### config.mk
export PLATFORM = sky130hd
export DESIGN_NAME = MidiCtrlTop
export DESIGN_NICKNAME = d
export VERILOG_FILES = /design/src/MidiCtrlPkg.sv /design/src/SwitchConditioner.sv /design/src/GpioBlock.sv /design/src/SysTimerBlock.sv /design/src/UsiBus.sv /design/src/MidiCtrlTop.sv
export SDC_FILE = /design/constraint.sdc
export NUM_CORES = 1
export LEC_CHECK = 0
export BUFFER_PORTS_ARGS = -buffer_cell sky130_fd_sc_hd__buf_2
export CORE_ASPECT_RATIO = 0.75
export CORE_MARGIN = 2
export CORE_UTILIZATION = 59
export DETAILED_ROUTE_END_ITERATION = 16
export PLACE_DENSITY = 0.74
export REMOVE_ABC_BUFFERS = 1
export SLEW_MARGIN = 20
export SYNTH_ARGS = -nofsm -noshare
export SYNTH_HDL_FRONTEND = slang
export SYNTH_SLANG_ARGS = --single-unit
### constraint.sdc
create_clock -name iMCLK -period 3.28 [get_ports iMCLK]
set_input_delay 0.656 -clock iMCLK [delete_from_list [all_inputs] [get_ports iMCLK]]
set_output_delay 0.656 -clock iMCLK [all_outputs]
set_load 0.02 [all_outputs]
### src/MidiCtrlPkg.sv
// Shared bus, CSR and switch types, block map and CSR offsets
// Address field helpers for the register bus
package MidiCtrlPkg;

	// ------------------------------
	// Bus and board types
	// ------------------------------
	typedef logic [31:0] usiData_t;
	typedef logic [15:0] usiAdrs_t;
	typedef logic [2:0]  blockId_t;
	typedef logic [7:0]  csrAdrs_t;
	// Push switches, 1 = pressed
	typedef logic [6:0]  pushSw_t;
	typedef logic [1:0]  dipSw_t;
	typedef logic [3:0]  led_t;

	// ------------------------------
	// Block map
	// ------------------------------
	// Blocks 2 to 7 unpopulated
	localparam blockId_t lpGpioBlockId  = 3'd0;
	localparam blockId_t lpTimerBlockId = 3'd1;

	// GPIO CSR offsets
	localparam csrAdrs_t lpGpioLedCsr   = 8'h00;
	localparam csrAdrs_t lpGpioAltCsr   = 8'h01;
	localparam csrAdrs_t lpGpioLevelCsr = 8'h02;
	localparam csrAdrs_t lpGpioEdgeCsr  = 8'h03;
	localparam csrAdrs_t lpGpioLongCsr  = 8'h04;

	// Timer CSR offsets
	localparam csrAdrs_t lpTimerCtrlCsr  = 8'h00;
	localparam csrAdrs_t lpTimerCountCsr = 8'h01;
	localparam csrAdrs_t lpTimerCmpCsr   = 8'h02;
	localparam csrAdrs_t lpTimerStatCsr  = 8'h03;

	// Block number lives in the top three address bits
	function automatic blockId_t usiBlock(input usiAdrs_t adrs);
		return adrs[15:13];
	endfunction

	// CSR offset in the low byte, bits 12..8 unused
	function automatic csrAdrs_t usiCsr(input usiAdrs_t adrs);
		return adrs[7:0];
	endfunction

endpackage

### src/SwitchConditioner.sv
// Push switch synchronizer, debouncer, press pulse and long-press pulse
`timescale 1ns/1ps

module SwitchConditioner
	import MidiCtrlPkg::*;
#(
	parameter int unsigned pDebounceCycles = 16,
	parameter int unsigned pLongCycles     = 1024
)
(
	input  logic    iMCLK,
	input  logic    qnARST,
	input  pushSw_t rawSw,
	output pushSw_t swLevel,
	output pushSw_t swPress,
	output pushSw_t swLong
);

	localparam int lpSwNum = $bits(pushSw_t);
	localparam int lpDbW   = $clog2(pDebounceCycles + 1);
	localparam int lpHoldW = $clog2(pLongCycles + 1);
	localparam logic [lpDbW-1:0]   lpDbLast   = lpDbW'(pDebounceCycles - 1);
	localparam logic [lpHoldW-1:0] lpHoldLast = lpHoldW'(pLongCycles - 1);

	pushSw_t            syncA;
	pushSw_t            syncB;
	pushSw_t            longDone;
	logic [lpDbW-1:0]   dbCnt   [lpSwNum];
	logic [lpHoldW-1:0] holdCnt [lpSwNum];

	always_ff @(posedge iMCLK or negedge qnARST)
	begin
		if (!qnARST)
		begin
			syncA    <= '0;
			syncB    <= '0;
			swLevel  <= '0;
			swPress  <= '0;
			swLong   <= '0;
			longDone <= '0;
			for (int i = 0; i < lpSwNum; i++)
			begin
				dbCnt[i]   <= '0;
				holdCnt[i] <= '0;
			end
		end
		else
		begin
			// Two-flop sync
			syncA <= rawSw;
			syncB <= syncA;
			for (int i = 0; i < lpSwNum; i++)
			begin
				// Level flips after a full run of differing samples
				swPress[i] <= 1'b0;
				if (syncB[i] != swLevel[i])
				begin
					if (dbCnt[i] == lpDbLast)
					begin
						swLevel[i] <= syncB[i];
						swPress[i] <= syncB[i];
						dbCnt[i]   <= '0;
					end
					else
						dbCnt[i] <= dbCnt[i] + 1'b1;
				end
				else
					dbCnt[i] <= '0;
				// Hold timer, one long pulse per press
				swLong[i] <= 1'b0;
				if (!swLevel[i])
				begin
					holdCnt[i]  <= '0;
					longDone[i] <= 1'b0;
				end
				else if (!longDone[i])
				begin
					if (holdCnt[i] == lpHoldLast)
					begin
						swLong[i]   <= 1'b1;
						longDone[i] <= 1'b1;
					end
					else
						holdCnt[i] <= holdCnt[i] + 1'b1;
				end
			end
		end
	end

endmodule

### src/GpioBlock.sv
// GPIO register block: LED and alternate-enable CSRs, sticky switch flags,
// heartbeat divider and per-LED source select
`timescale 1ns/1ps

module GpioBlock
	import MidiCtrlPkg::*;
#(
	parameter int unsigned pDebounceCycles = 16,
	parameter int unsigned pLongCycles     = 1024,
	parameter int unsigned pHeartbeatDiv   = 1048576
)
(
	input  logic     iMCLK,
	input  logic     qnARST,
	// Bus side
	input  logic     gpioSel,
	input  logic     csrWrite,
	input  logic     csrRead,
	input  csrAdrs_t csrAdrs,
	input  usiData_t csrWdata,
	output usiData_t gpioRdata,
	// Board and timer inputs
	input  pushSw_t  pushSw,
	input  dipSw_t   dipSw,
	input  logic     timerMatch,
	output led_t     led
);

	localparam int lpHbW = $clog2(pHeartbeatDiv + 1);
	localparam logic [lpHbW-1:0] lpHbLast = lpHbW'(pHeartbeatDiv - 1);

	logic             csrWe;
	led_t             ledReg;
	led_t             altEn;
	led_t             altSrc;
	pushSw_t          edgeFlag;
	pushSw_t          longFlag;
	pushSw_t          swLevel;
	pushSw_t          swPress;
	pushSw_t          swLong;
	dipSw_t           dipSync;
	logic [lpHbW-1:0] hbCnt;
	logic             heartbeat;

	SwitchConditioner #(
		.pDebounceCycles(pDebounceCycles),
		.pLongCycles(pLongCycles)
	) SwitchConditioner (
		.iMCLK(iMCLK),
		.qnARST(qnARST),
		.rawSw(pushSw),
		.swLevel(swLevel),
		.swPress(swPress),
		.swLong(swLong)
	);

	assign csrWe = gpioSel && csrWrite;

	// ------------------------------
	// CSR write side
	// ------------------------------
	always_ff @(posedge iMCLK or negedge qnARST)
	begin
		if (!qnARST)
		begin
			ledReg   <= '0;
			altEn    <= '0;
			edgeFlag <= '0;
			longFlag <= '0;
			dipSync  <= '0;
		end
		else
		begin
			dipSync <= dipSw;
			if (csrWe && (csrAdrs == lpGpioLedCsr))
				ledReg <= csrWdata[$bits(led_t)-1:0];
			if (csrWe && (csrAdrs == lpGpioAltCsr))
				altEn <= csrWdata[$bits(led_t)-1:0];
			// W1C, a new pulse beats the clear
			if (csrWe && (csrAdrs == lpGpioEdgeCsr))
				edgeFlag <= swPress | (edgeFlag & ~csrWdata[$bits(pushSw_t)-1:0]);
			else
				edgeFlag <= swPress | edgeFlag;
			if (csrWe && (csrAdrs == lpGpioLongCsr))
				longFlag <= swLong | (longFlag & ~csrWdata[$bits(pushSw_t)-1:0]);
			else
				longFlag <= swLong | longFlag;
		end
	end

	// Read data held until the bus picks it up
	always_ff @(posedge iMCLK)
	begin
		if (gpioSel && csrRead)
		begin
			case (csrAdrs)
				lpGpioLedCsr:   gpioRdata <= usiData_t'(ledReg);
				lpGpioAltCsr:   gpioRdata <= usiData_t'(altEn);
				lpGpioLevelCsr: gpioRdata <= usiData_t'({dipSync, 1'b0, swLevel});
				lpGpioEdgeCsr:  gpioRdata <= usiData_t'(edgeFlag);
				lpGpioLongCsr:  gpioRdata <= usiData_t'(longFlag);
				default:        gpioRdata <= '0;
			endcase
		end
	end

	// ------------------------------
	// Heartbeat
	// ------------------------------
	always_ff @(posedge iMCLK or negedge qnARST)
	begin
		if (!qnARST)
		begin
			hbCnt     <= '0;
			heartbeat <= 1'b0;
		end
		else if (hbCnt == lpHbLast)
		begin
			hbCnt     <= '0;
			heartbeat <= ~heartbeat;
		end
		else
			hbCnt <= hbCnt + 1'b1;
	end

	// Alternate sources, LED 3 down to LED 0
	assign altSrc = {dipSync[0], |swLevel, timerMatch, heartbeat};
	assign led    = (altEn & altSrc) | (~altEn & ledReg);

endmodule

### src/SysTimerBlock.sv
// System tick timer block: free-running counter, compare register
// and sticky match flag behind the register bus
`timescale 1ns/1ps

module SysTimerBlock
	import MidiCtrlPkg::*;
(
	input  logic     iMCLK,
	input  logic     qnARST,
	// Bus side
	input  logic     timerSel,
	input  logic     csrWrite,
	input  logic     csrRead,
	input  csrAdrs_t csrAdrs,
	input  usiData_t csrWdata,
	output usiData_t timerRdata,
	// Sticky match, also drives an LED source
	output logic     timerMatch
);

	logic     csrWe;
	logic     timerEn;
	usiData_t tickCnt;
	usiData_t cmpReg;
	logic     matchHit;

	assign csrWe    = timerSel && csrWrite;
	// Compare only counts while running
	assign matchHit = timerEn && (tickCnt == cmpReg);

	// ------------------------------
	// Control, counter, compare
	// ------------------------------
	always_ff @(posedge iMCLK or negedge qnARST)
	begin
		if (!qnARST)
		begin
			timerEn    <= 1'b0;
			tickCnt    <= '0;
			cmpReg     <= '0;
			timerMatch <= 1'b0;
		end
		else
		begin
			if (csrWe && (csrAdrs == lpTimerCtrlCsr))
				timerEn <= csrWdata[0];
			// Bus load takes priority over counting
			if (csrWe && (csrAdrs == lpTimerCountCsr))
				tickCnt <= csrWdata;
			else if (timerEn)
				tickCnt <= tickCnt + 1'b1;
			if (csrWe && (csrAdrs == lpTimerCmpCsr))
				cmpReg <= csrWdata;
			// W1C status, set wins
			if (csrWe && (csrAdrs == lpTimerStatCsr))
				timerMatch <= matchHit | (timerMatch & ~csrWdata[0]);
			else
				timerMatch <= matchHit | timerMatch;
		end
	end

	// Read capture on strobe
	always_ff @(posedge iMCLK)
	begin
		if (timerSel && csrRead)
		begin
			case (csrAdrs)
				lpTimerCtrlCsr:  timerRdata <= usiData_t'(timerEn);
				lpTimerCountCsr: timerRdata <= tickCnt;
				lpTimerCmpCsr:   timerRdata <= cmpReg;
				lpTimerStatCsr:  timerRdata <= usiData_t'(timerMatch);
				default:         timerRdata <= '0;
			endcase
		end
	end

endmodule

### src/UsiBus.sv
// Register bus master side: request strobe stage, block decode,
// read data select and response queue with credit back-pressure
`timescale 1ns/1ps

module UsiBus
	import MidiCtrlPkg::*;
#(
	parameter int unsigned pRspDepth = 4
)
(
	input  logic     iMCLK,
	input  logic     qnARST,
	// Request channel
	input  logic     reqValid,
	input  logic     reqWrite,
	input  usiAdrs_t reqAdrs,
	input  usiData_t reqData,
	output logic     reqReady,
	// Response channel
	output logic     rspValid,
	output usiData_t rspData,
	input  logic     rspReady,
	// Slave side
	output logic     gpioSel,
	output logic     timerSel,
	output logic     csrWrite,
	output logic     csrRead,
	output csrAdrs_t csrAdrs,
	output usiData_t csrWdata,
	input  usiData_t gpioRdata,
	input  usiData_t timerRdata
);

	localparam int lpPtrW = (pRspDepth > 1) ? $clog2(pRspDepth) : 1;
	localparam int lpCntW = $clog2(pRspDepth + 1);
	localparam logic [lpPtrW-1:0] lpLastPtr   = lpPtrW'(pRspDepth - 1);
	localparam logic [lpCntW-1:0] lpCreditMax = lpCntW'(pRspDepth);

	logic              reqAccept;
	blockId_t          strbBlock;
	logic              rdPend;
	blockId_t          rdBlock;
	usiData_t          rdMux;
	logic              rspPop;
	logic [lpCntW-1:0] credits;
	logic [lpCntW-1:0] qCount;
	logic [lpPtrW-1:0] wrPtr;
	logic [lpPtrW-1:0] rdPtr;
	usiData_t          rspMem [pRspDepth];

	// Pointer wrap for any depth
	function automatic logic [lpPtrW-1:0] nextPtr(input logic [lpPtrW-1:0] ptr);
		return (ptr == lpLastPtr) ? '0 : ptr + 1'b1;
	endfunction

	// Credits cover queued data plus reads in flight
	assign reqReady  = (credits < lpCreditMax);
	assign reqAccept = reqValid && reqReady;
	assign rspValid  = (qCount != '0);
	assign rspData   = rspMem[rdPtr];
	assign rspPop    = rspValid && rspReady;

	// ------------------------------
	// Strobe stage
	// ------------------------------
	always_ff @(posedge iMCLK or negedge qnARST)
	begin
		if (!qnARST)
		begin
			gpioSel  <= 1'b0;
			timerSel <= 1'b0;
			csrWrite <= 1'b0;
			csrRead  <= 1'b0;
		end
		else
		begin
			// One select per request, none for empty block slots
			gpioSel  <= reqAccept && (usiBlock(reqAdrs) == lpGpioBlockId);
			timerSel <= reqAccept && (usiBlock(reqAdrs) == lpTimerBlockId);
			csrWrite <= reqAccept && reqWrite;
			csrRead  <= reqAccept && !reqWrite;
		end
	end

	// Request payload
	always_ff @(posedge iMCLK)
	begin
		if (reqAccept)
		begin
			csrAdrs   <= usiCsr(reqAdrs);
			csrWdata  <= reqData;
			strbBlock <= usiBlock(reqAdrs);
		end
	end

	// ------------------------------
	// Read return stage
	// ------------------------------
	always_ff @(posedge iMCLK or negedge qnARST)
	begin
		if (!qnARST)
			rdPend <= 1'b0;
		else
			rdPend <= csrRead;
	end

	always_ff @(posedge iMCLK)
	begin
		rdBlock <= strbBlock;
	end

	// Blocks hold their read data one cycle after the strobe
	always_comb
	begin
		case (rdBlock)
			lpGpioBlockId:  rdMux = gpioRdata;
			lpTimerBlockId: rdMux = timerRdata;
			default:        rdMux = '0;
		endcase
	end

	// ------------------------------
	// Response queue
	// ------------------------------
	always_ff @(posedge iMCLK or negedge qnARST)
	begin
		if (!qnARST)
		begin
			credits <= '0;
			qCount  <= '0;
			wrPtr   <= '0;
			rdPtr   <= '0;
		end
		else
		begin
			case ({reqAccept && !reqWrite, rspPop})
				2'b10:   credits <= credits + 1'b1;
				2'b01:   credits <= credits - 1'b1;
				default: credits <= credits;
			endcase
			case ({rdPend, rspPop})
				2'b10:   qCount <= qCount + 1'b1;
				2'b01:   qCount <= qCount - 1'b1;
				default: qCount <= qCount;
			endcase
			if (rdPend)
				wrPtr <= nextPtr(wrPtr);
			if (rspPop)
				rdPtr <= nextPtr(rdPtr);
		end
	end

	// Queue storage, never full on push thanks to credits
	always_ff @(posedge iMCLK)
	begin
		if (rdPend)
			rspMem[wrPtr] <= rdMux;
	end

endmodule

### src/MidiCtrlTop.sv
// Control plane top: register bus plus GPIO and system timer blocks
`timescale 1ns/1ps

module MidiCtrlTop
	import MidiCtrlPkg::*;
#(
	parameter int unsigned pRspDepth       = 4,
	parameter int unsigned pDebounceCycles = 16,
	parameter int unsigned pLongCycles     = 1024,
	parameter int unsigned pHeartbeatDiv   = 1048576
)
(
	input  logic     iMCLK,
	input  logic     qnARST,
	// Request channel
	input  logic     reqValid,
	input  logic     reqWrite,
	input  usiAdrs_t reqAdrs,
	input  usiData_t reqData,
	output logic     reqReady,
	// Response channel
	output logic     rspValid,
	output usiData_t rspData,
	input  logic     rspReady,
	// Board I/O
	input  pushSw_t  pushSw,
	input  dipSw_t   dipSw,
	output led_t     led
);

	// ------------------------------
	// Slave-side bus wires
	// ------------------------------
	logic     gpioSel;
	logic     timerSel;
	logic     csrWrite;
	logic     csrRead;
	csrAdrs_t csrAdrs;
	usiData_t csrWdata;
	usiData_t gpioRdata;
	usiData_t timerRdata;
	// Timer flag into LED 1 source
	logic     timerMatch;

	UsiBus #(
		.pRspDepth(pRspDepth)
	) UsiBus (
		.iMCLK(iMCLK),         .qnARST(qnARST),
		.reqValid(reqValid),   .reqWrite(reqWrite),
		.reqAdrs(reqAdrs),     .reqData(reqData),     .reqReady(reqReady),
		.rspValid(rspValid),   .rspData(rspData),     .rspReady(rspReady),
		.gpioSel(gpioSel),     .timerSel(timerSel),
		.csrWrite(csrWrite),   .csrRead(csrRead),
		.csrAdrs(csrAdrs),     .csrWdata(csrWdata),
		.gpioRdata(gpioRdata), .timerRdata(timerRdata)
	);

	GpioBlock #(
		.pDebounceCycles(pDebounceCycles),
		.pLongCycles(pLongCycles),
		.pHeartbeatDiv(pHeartbeatDiv)
	) GpioBlock (
		.iMCLK(iMCLK),         .qnARST(qnARST),
		.gpioSel(gpioSel),     .csrWrite(csrWrite),   .csrRead(csrRead),
		.csrAdrs(csrAdrs),     .csrWdata(csrWdata),   .gpioRdata(gpioRdata),
		.pushSw(pushSw),       .dipSw(dipSw),         .timerMatch(timerMatch),
		.led(led)
	);

	SysTimerBlock SysTimerBlock (
		.iMCLK(iMCLK),         .qnARST(qnARST),
		.timerSel(timerSel),   .csrWrite(csrWrite),   .csrRead(csrRead),
		.csrAdrs(csrAdrs),     .csrWdata(csrWdata),
		.timerRdata(timerRdata),
		.timerMatch(timerMatch)
	);

endmodule

Word-level counts from Yosys, hierarchy flattened. Memories as Yosys holds them, arrays and structs flattened. Index checks and enable logic that the tools add are counted.

Bits in registers: 391. Memories: 1. Logic and storage cells: 282. Output and inout port bits: 38. Bits in writable memories: 128. Input bits: 62.

Order comparisons: 1. Equality and inequality tests: 49. Muxes and demuxes: 99. Reduce and logical (&&, ||, !) cells: 42. Add/sub/neg operators: 22. Bitwise operators: 16.

Memory list: UsiBus.rspMem (words 4, width 32, rd ports 1, clocked after Yosys merged registers in 0, wr ports 1, RTL line UsiBus.sv:49) `usiData_t rspMem [pRspDepth];`.

Operator list (number): $mux 11 (21); $pmux 32 s4 (1); $add 11x1->11 const B (7); $eq 11x10->1 const B (7); $mux 5 (14); $mux 32 (2); $pmux 32 s2 (1); $mux 1 (52); $pmux 10 s5 (1); $add 5x1->5 const B (7); $eq 5x4->1 const B (7); $add 32x1->32 const B (1); $eq 32x32->1 (1); $ne 2x2->1 const B (14); $or 7x7->7 (4); $reduce_and 2->1 (14); $add 21x1->21 const B (1); $eq 21x20->1 const B (1); $mux 21 (1); $logic_and 1x1->1 (19); $eq 8x2->1 const B (2); $and 7x7->7 (2); $mux 7 (2); $pmux 3 s2 (2); 24 further kinds (45).

Depth between registers and ports, before layout. Gate-level depths: netlist of run 1.

Word-level depth: 5. Mapped depth: 10. Mapped depth without buffers: 10.

By module. From an unflattened synthesis of run 1, not the netlist that was laid out.

Cells, all modules: 1653. Area, all modules: 21840.9 µm².

By module, submodules not included: UsiBus (area an instance 7255.7 µm², sequential area each 5570.3 µm², times used 1, cells each 352); SwitchConditioner (area an instance 6925.4 µm², sequential area each 3853.7 µm², times used 1, cells each 644); SysTimerBlock (area an instance 4988.5 µm², sequential area each 2612.5 µm², times used 1, cells each 431); GpioBlock (area an instance 2671.3 µm², sequential area each 1421.4 µm², times used 1, cells each 226).

Worst setup path before layout of run 1. Ideal clock, no wire load.

Path type: input to register. From: in reqValid. To: reg UsiBus.credits[1]. Stages on the path: 7. Data required time: 3197 ps. Library setup time: 83 ps. Arrival: 2620 ps. Path buffers: 0. Setup slack: 577 ps. Cells stage by stage: nand2_1 inv_1 nand2b_1 ha_1 inv_1 fa_1 o21ai_0.

Cells in the longest elaborated chain, start to end: 4. Elaborated cells between the ends (all ways): 6. Classes of those cells: 2 x eq/ne; 1 x mux; 3 x reduce/logical.

RTL lines: from (decl) (RTL line MidiCtrlTop.sv:16) `input logic reqValid,`; $logic_and 1x1->1 * (RTL line UsiBus.sv:58) `assign reqAccept = reqValid && reqReady;`; named net UsiBus.reqAccept (RTL line UsiBus.sv:39) `logic reqAccept;`; $logic_and 1x1->1 * (RTL line UsiBus.sv:136) `case ({reqAccept && !reqWrite, rspPop})`; $eq 2x1->1 or $eq 2x2->1 (tied branches) (RTL line UsiBus.sv:136); $pmux 3 s2 or $reduce_bool 2->1 (tied branches); to (signal assigned) (RTL line UsiBus.sv:137) `2'b10: credits <= credits + 1'b1;`; to (signal assigned) (RTL line UsiBus.sv:138) `2'b01: credits <= credits - 1'b1;`; to (signal assigned) (RTL line UsiBus.sv:139) `default: credits <= credits;`; to (decl) (RTL line UsiBus.sv:45) `logic [lpCntW-1:0] credits;`.

Mark *: on every way through the listed nets, which the timed path passes. The rest lies on a longest branch. A chain may end at the register's enable or synchronous reset.

Worst setup path in the final report of run 1.
From: reg UsiBus.rdPtr[0]. To: out rspData[25].

Cells in the longest elaborated chain, start to end: 1.

RTL lines: from (decl) (RTL line UsiBus.sv:48) `logic [lpPtrW-1:0] rdPtr;`; from (signal assigned) (RTL line UsiBus.sv:149) `rdPtr <= nextPtr(rdPtr);`; $mem_v2 4x32; to (decl) (RTL line MidiCtrlTop.sv:23) `output usiData_t rspData,`.

Every way passes these cells.

==> impl_metrics.json, run 1 <==
{
  "slew_violations": 0,
  "antenna_cells": 0,
  "drc": 0,
  "maxCapViolCount": 0,
  "worst_r2r_startpoint": "UsiBus.csrAdrs[5]",
  "crit_path_end": "rspData[25]",
  "rsz0062_at_grt": "no",
  "fin_setup_tns_ns": 0,
  "ir_worst_vdd_uv": 408,
  "grt_pass1_wl_mm": 66.3,
  "start_util": 0.603,
  "wl_per_cell_um": 18.9,
  "worst_slew_pin_slew_ns": 0.825,
  "cts_setup_buffers": 0,
  "path_cells": "buf_4 > mux4_2 > buf_2",
  "r2r_cells": 5,
  "core_area_sq_um": 35000,
  "io_pins": 100,
  "final_cell_mix": "dfrtp_1, edfxtp_1, nand2_1, buf_2, xor2_1",
  "timing.rr.end": "GpioBlock.edgeFlag[6]",
  "wl_met2_mm": 17.9,
  "cp.arrival_ns": 2.22,
  "max_freq_ghz": 0.348,
  "num-nets-final": 1737,
  "grt_pass1_vias": 12300,
  "final_cells": 2144,
  "die_area_sq_um": 37300,
  "skew_ns": 0.0155,
  "fin_crit_ns": 2.87,
  "multi_input_area_sq_um": 7190,
  "path_class": "reg2out",
  "nFillCells": 2515,
  "cts_tree": "yes",
  "dp.cells": 2059,
  "cp_max_fo": 13,
  "cts_root_buffer": "clkbuf_16",
  "syn_avg_cell_area_sq_um": 13.6,
  "synth_area_sq_um": 21100,
  "wl_mm": 40.5,
  "antenna_found_initial": 1,
  "cts_buffer_depth": 3,
  "hold_buffers": 0,
  "end_kind": "primary output",
  "finalPower_mw": 14.0,
  "synth_edf_count": 212,
  "cts.sinks": 496,
  "globalRouteOverflowTotal": 0,
  "die_h_um": 168,
  "critPathLaunchType": "flop",
  "mostFrequentLayoutCell": "dfrtp_1",
  "gp_congestion": 0.822,
  "synth_cells": 1549,
  "grt_start_max_net_pins": 75,
  "synth_warnings": 0,
  "drive_gt1_frac": 0.177,
  "wl_met3_mm": 1.96,
  "slowest_delay_ns": 0.66,
  "area_growth_pct": 11.3,
  "fin_crit_sh": 0.876,
  "async_flop_share": 0.567,
  "clk_pin_slew_worst_paths_ns": 0.06,
  "required_ns": 2.62,
  "row_count": 59,
  "leakage_nw": 10.0,
  "ant_nets": 0,
  "cp_slowest_cell": "dfrtp_2",
  "timing.final.hold_violations": 0,
  "ff2ff_setup_slack_ns": 0.74,
  "maxSlewHeadroom": 0.445,
  "power_density_nw_per_um2": 598,
  "cp-startpoint": "UsiBus.rdPtr[0]",
  "synthFlopType": "dfrtp_1",
  "finalInstanceArea_sq_um": 23500,
  "portBuffers": 94,
  "top_layer": "met4",
  "synthDistinctLibCells": 65,
  "viasPerCell": 5.70,
  "clock_latency_ns": 0.57,
  "setup_violations": 0,
  "drtIter0Drc": 1171,
  "seq_area_sq_um": 13500,
  "dp_hpwl_mm": 26.6,
  "cts.repair.resized": 0,
  "min_path_type": "in2async",
  "track_usage": 0.224,
  "fp.dieW_um": 222,
  "h-tree-depth": 2,
  "firstDrtPassIters": 7,
  "via_count": 12200,
  "seq_area_frac_synth": 0.638,
  "outcome": "finished, final reports clean",
  "placed_cell_area_sq_um": 22000,
  "numCtsBuffers": 46,
  "ys_seq_elements": 496,
  "m1WireLength_mm": 20.0
}
## cells by family (layout without fill, tap and decap cells)
kind of cell / after synthesis / in the layout / share of synthesized area
adders and majority gates: 25 / 25 / 0.0155
buffers and inverters: 98 / 236 / 0.0219
muxes: 109 / 109 / 0.0744
AOI/OAI and AO/OA: 162 / 162 / 0.0537
xor gates and xnor gates: 153 / 153 / 0.0635
DFF: 496 / 496 / 0.638
and+or+nand+nor: 506 / 506 / 0.133
## layer usage
metal	up-vias	track usage
li1	5786	-
met1	6140	0.353
met2	253	0.330
met3	51	0.0366
met4	0	0.0528
met5	-	0
## layout make-up
| class | count | share of cell area |
|---|---|---|
| clock buffers | 61 | 0.0541 |
| clock inverters | 24 | 0.00725 |
| inverters | 33 | 0.00528 |
| multi-input cells | 955 | 0.306 |
| flip-flops and latches | 496 | 0.573 |
| well taps | 457 | 0.0244 |
| repair buffers | 118 | 0.0297 |
## synth_stat cells, types with 29 or more instances
cell / count / area, sq um
and2_1: 73 / 457
mux2_2: 51 / 574
nand2_1: 112 / 420
a22o_1: 31 / 272
inv_1: 33 / 124
o21ai_0: 60 / 300
nor2_1: 74 / 278
nand3_1: 53 / 265
xor2_1: 81 / 709
xnor2_1: 72 / 631
dfrtp_1: 281 / 7030
clkbuf_1: 29 / 109
mux4_2: 33 / 743
edfxtp_1: 212 / 6370
nand4_1: 34 / 213
## flip-flops by register name (all words and copies together) (netlist names), 8 cells and up
register                             flops
UsiBus.rspMem                          128
GpioBlock.SwitchConditioner.holdCnt     77
UsiBus.csrAdrs                           8
GpioBlock.gpioRdata                      9
SysTimerBlock.timerRdata                32
UsiBus.csrWdata                         32
GpioBlock.SwitchConditioner.dbCnt       35
SysTimerBlock.tickCnt                   32
SysTimerBlock.cmpReg                    32
GpioBlock.hbCnt                         21
## critical path: cells and delay by family, from the launching register on
| kind | cells | cell delay, ns |
|---|---|---|
| buffers and inverters | 2 | 0.45 |
| muxes | 1 | 0.55 |
| DFF | 1 | 0.66 |
## through the flow
step	utilization	hold slack, ns	setup WS, ns
after floorplan	-	0.323	0.473
after global placement	0.630	0.328	0.862
after detailed placement	0.630	0.328	0.800
after CTS	0.671	0.0542	0.336
after global routing	0.671	0.0807	0.246
final	0.671	0.0498	0.408
## power by group
part           internal (mW)  leakage (nW)  switching, mW
clock                   2.83         0.714           2.30
sequential              6.81          5.91          0.223
combinational          0.772          3.38           1.10
## worst min-delay path by stage
stage	startpoint	to	slack [ns]	cells past startpoint
floorplan	UsiBus.strbBlock[0]	UsiBus.rdBlock[0]	0.32	0
global placement	UsiBus.strbBlock[2]	UsiBus.rdBlock[2]	0.33	0
detailed placement	UsiBus.strbBlock[1]	UsiBus.rdBlock[1]	0.33	0
CTS	qnARST	GpioBlock.SwitchConditioner.dbCnt[30]	0.05	1
global route	qnARST	GpioBlock.SwitchConditioner.dbCnt[34]	0.08	1
finish	qnARST	GpioBlock.SwitchConditioner.dbCnt[34]	0.05	1
(Power assumes the default switching activity.)
==> run 2, diff against run 1 <==
--- a/config.mk
+++ b/config.mk
@@ -6,7 +6,6 @@
 export NUM_CORES = 1
 export LEC_CHECK = 0
 export BUFFER_PORTS_ARGS = -buffer_cell sky130_fd_sc_hd__buf_2
-export CORE_ASPECT_RATIO = 0.75
 export CORE_MARGIN = 2
 export CORE_UTILIZATION = 59
 export DETAILED_ROUTE_END_ITERATION = 16
==> impl_metrics.json, run 2 (same netlist as run 1, synthesis figures left out) <==
{
  "sw_frac_of_total": 0.246,
  "portBuffers": 94,
  "min_path_type": "in2async",
  "die_area_sq_um": 37300,
  "clk_pin_slew_worst_paths_ns": 0.06,
  "maxCapViolCount": 0,
  "nFillCells": 2537,
  "track_usage": 0.220,
  "rsz0062_at_grt": "no",
  "numCtsBuffers": 48,
  "largest_register": "UsiBus.rspMem",
  "outcome": "finished, final reports clean",
  "setup_violations": 0,
  "placed_cell_area_sq_um": 22000,
  "globalRouteOverflowTotal": 0,
  "end_kind": "primary output",
  "top_regs": "UsiBus.rspMem x128, GpioBlock.SwitchConditioner.holdCnt x77, GpioBlock.SwitchConditioner.dbCnt x35",
  "num-nets-final": 1738,
  "row_count": 69,
  "hold_buffers": 0,
  "start_util": 0.596,
  "cp.arrival_ns": 2.31,
  "dp_hpwl_mm": 25.3,
  "wl_met2_mm": 19.0,
  "mostFrequentLayoutCell": "dfrtp_1",
  "drc": 0,
  "finalInstanceArea_sq_um": 23700,
  "clock_latency_ns": 0.58,
  "wl_per_cell_um": 18.2,
  "slew_violations": 0,
  "max_freq_ghz": 0.337,
  "power_density_nw_per_um2": 615,
  "p_comb_frac": 0.123,
  "firstDrtPassIters": 5,
  "cp-startpoint": "UsiBus.rdPtr[0]",
  "largest_reg_flops": 128,
  "maxSlewHeadroom": 0.435,
  "m1WireLength_mm": 17.3,
  "die_h_um": 193,
  "leakage_nw": 10.1,
  "worst_r2r_startpoint": "UsiBus.csrAdrs[5]",
  "grt_pass1_vias": 12500,
  "drtIter0Drc": 751,
  "path_class": "reg2out",
  "via_count": 12200,
  "fp.dieW_um": 193,
  "gp_congestion": 0.831,
  "skew_ns": 0.0190,
  "ff2ff_setup_slack_ns": 0.88,
  "fin_setup_tns_ns": 0,
  "clock_power_share": 0.392,
  "required_ns": 2.62,
  "cts_tree": "yes",
  "timing.final.hold_violations": 0,
  "worst_slew_pin_slew_ns": 0.841,
  "dp.cells": 2062,
  "cts.repair.resized": 0,
  "cts_root_buffer": "clkbuf_16",
  "grt_pass1_wl_mm": 64.3,
  "area_growth_pct": 12.4,
  "drive_gt1_frac": 0.179,
  "finalPower_mw": 14.6,
  "whs_ns": 0.0591,
  "cts.sinks": 496,
  "grt_start_max_net_pins": 79,
  "fin_crit_sh": 0.905,
  "final_cells": 2152,
  "place_ws_ns": 0.850,
  "final_util": 0.670,
  "core_area_sq_um": 35400,
  "p_sw_mw": 3.58,
  "wl_met3_mm": 1.65,
  "critPathLaunchType": "flop",
  "setup_ws_ns": 0.310,
  "cts_buffer_depth": 3,
  "fin_crit_ns": 2.97,
  "h-tree-depth": 2,
  "ant_nets": 0,
  "power_frac_seq": 0.485,
  "antenna_found_initial": 1,
  "r2r_cells": 5,
  "final_cell_mix": "dfrtp_1, edfxtp_1, nand2_1, buf_2, xor2_1",
  "wl_mm": 39.1,
  "crit_path_end": "rspData[2]",
  "cp_max_fo": 18,
  "ir_worst_vdd_uv": 458,
  "p_int_mw": 11.0,
  "top_layer": "met5",
  "cts_setup_buffers": 0,
  "timing.rr.end": "GpioBlock.longFlag[6]",
  "viasPerCell": 5.67,
  "io_pins": 100
}
## run 2: cell type report
type,instances,area [sq um],area share
Sequential cell,496,13500,0.568
Multi-Input combinational cell,955,7190,0.303
Clock buffer,71,1460,0.0617
Timing Repair Buffer,117,691,0.0291
Tap cell,461,577,0.0243
Clock inverter,18,206,0.00871
Inverter,33,124,0.00522
Antenna cell,1,2.50,0.000106
## run 2: critical path, stage by stage (launching register included)
cell     delay [ns]
dfrtp_2        0.73
buf_12         0.28
mux4_2         0.56
buf_2          0.18
## run 2: worst min-delay path by stage
stage	depth (start not counted)	to	slack, ns	startpoint
after floorplan	0	UsiBus.rdBlock[0]	0.32	UsiBus.strbBlock[0]
after detailed placement	0	UsiBus.rdBlock[1]	0.33	UsiBus.strbBlock[1]
final	1	GpioBlock.SwitchConditioner.dbCnt[12]	0.06	qnARST
after global placement	0	UsiBus.rdBlock[2]	0.32	UsiBus.strbBlock[2]
after CTS	1	GpioBlock.SwitchConditioner.dbCnt[20]	0.08	qnARST
after global routing	1	GpioBlock.SwitchConditioner.dbCnt[11]	0.12	qnARST
## run 2: metal layers
layer | track usage | vias to the layer above
met5 | 0 | -
met4 | 0.0787 | 2
met3 | 0.0337 | 77
met2 | 0.362 | 264
met1 | 0.301 | 6071
li1 | - | 5795
## run 2: power by group through the flow
stage / clock, mW / sequential, mW / combinational [mW]
2_1_floorplan: 0 / 7.21 / 1.12
4_1_cts: 5.82 / 7.08 / 1.83
3_5_place_dp: 0 / 7.20 / 1.82
6_report: 5.72 / 7.07 / 1.79
5_1_grt: 6.05 / 7.11 / 1.98
3_3_place_gp: 0 / 7.18 / 1.79
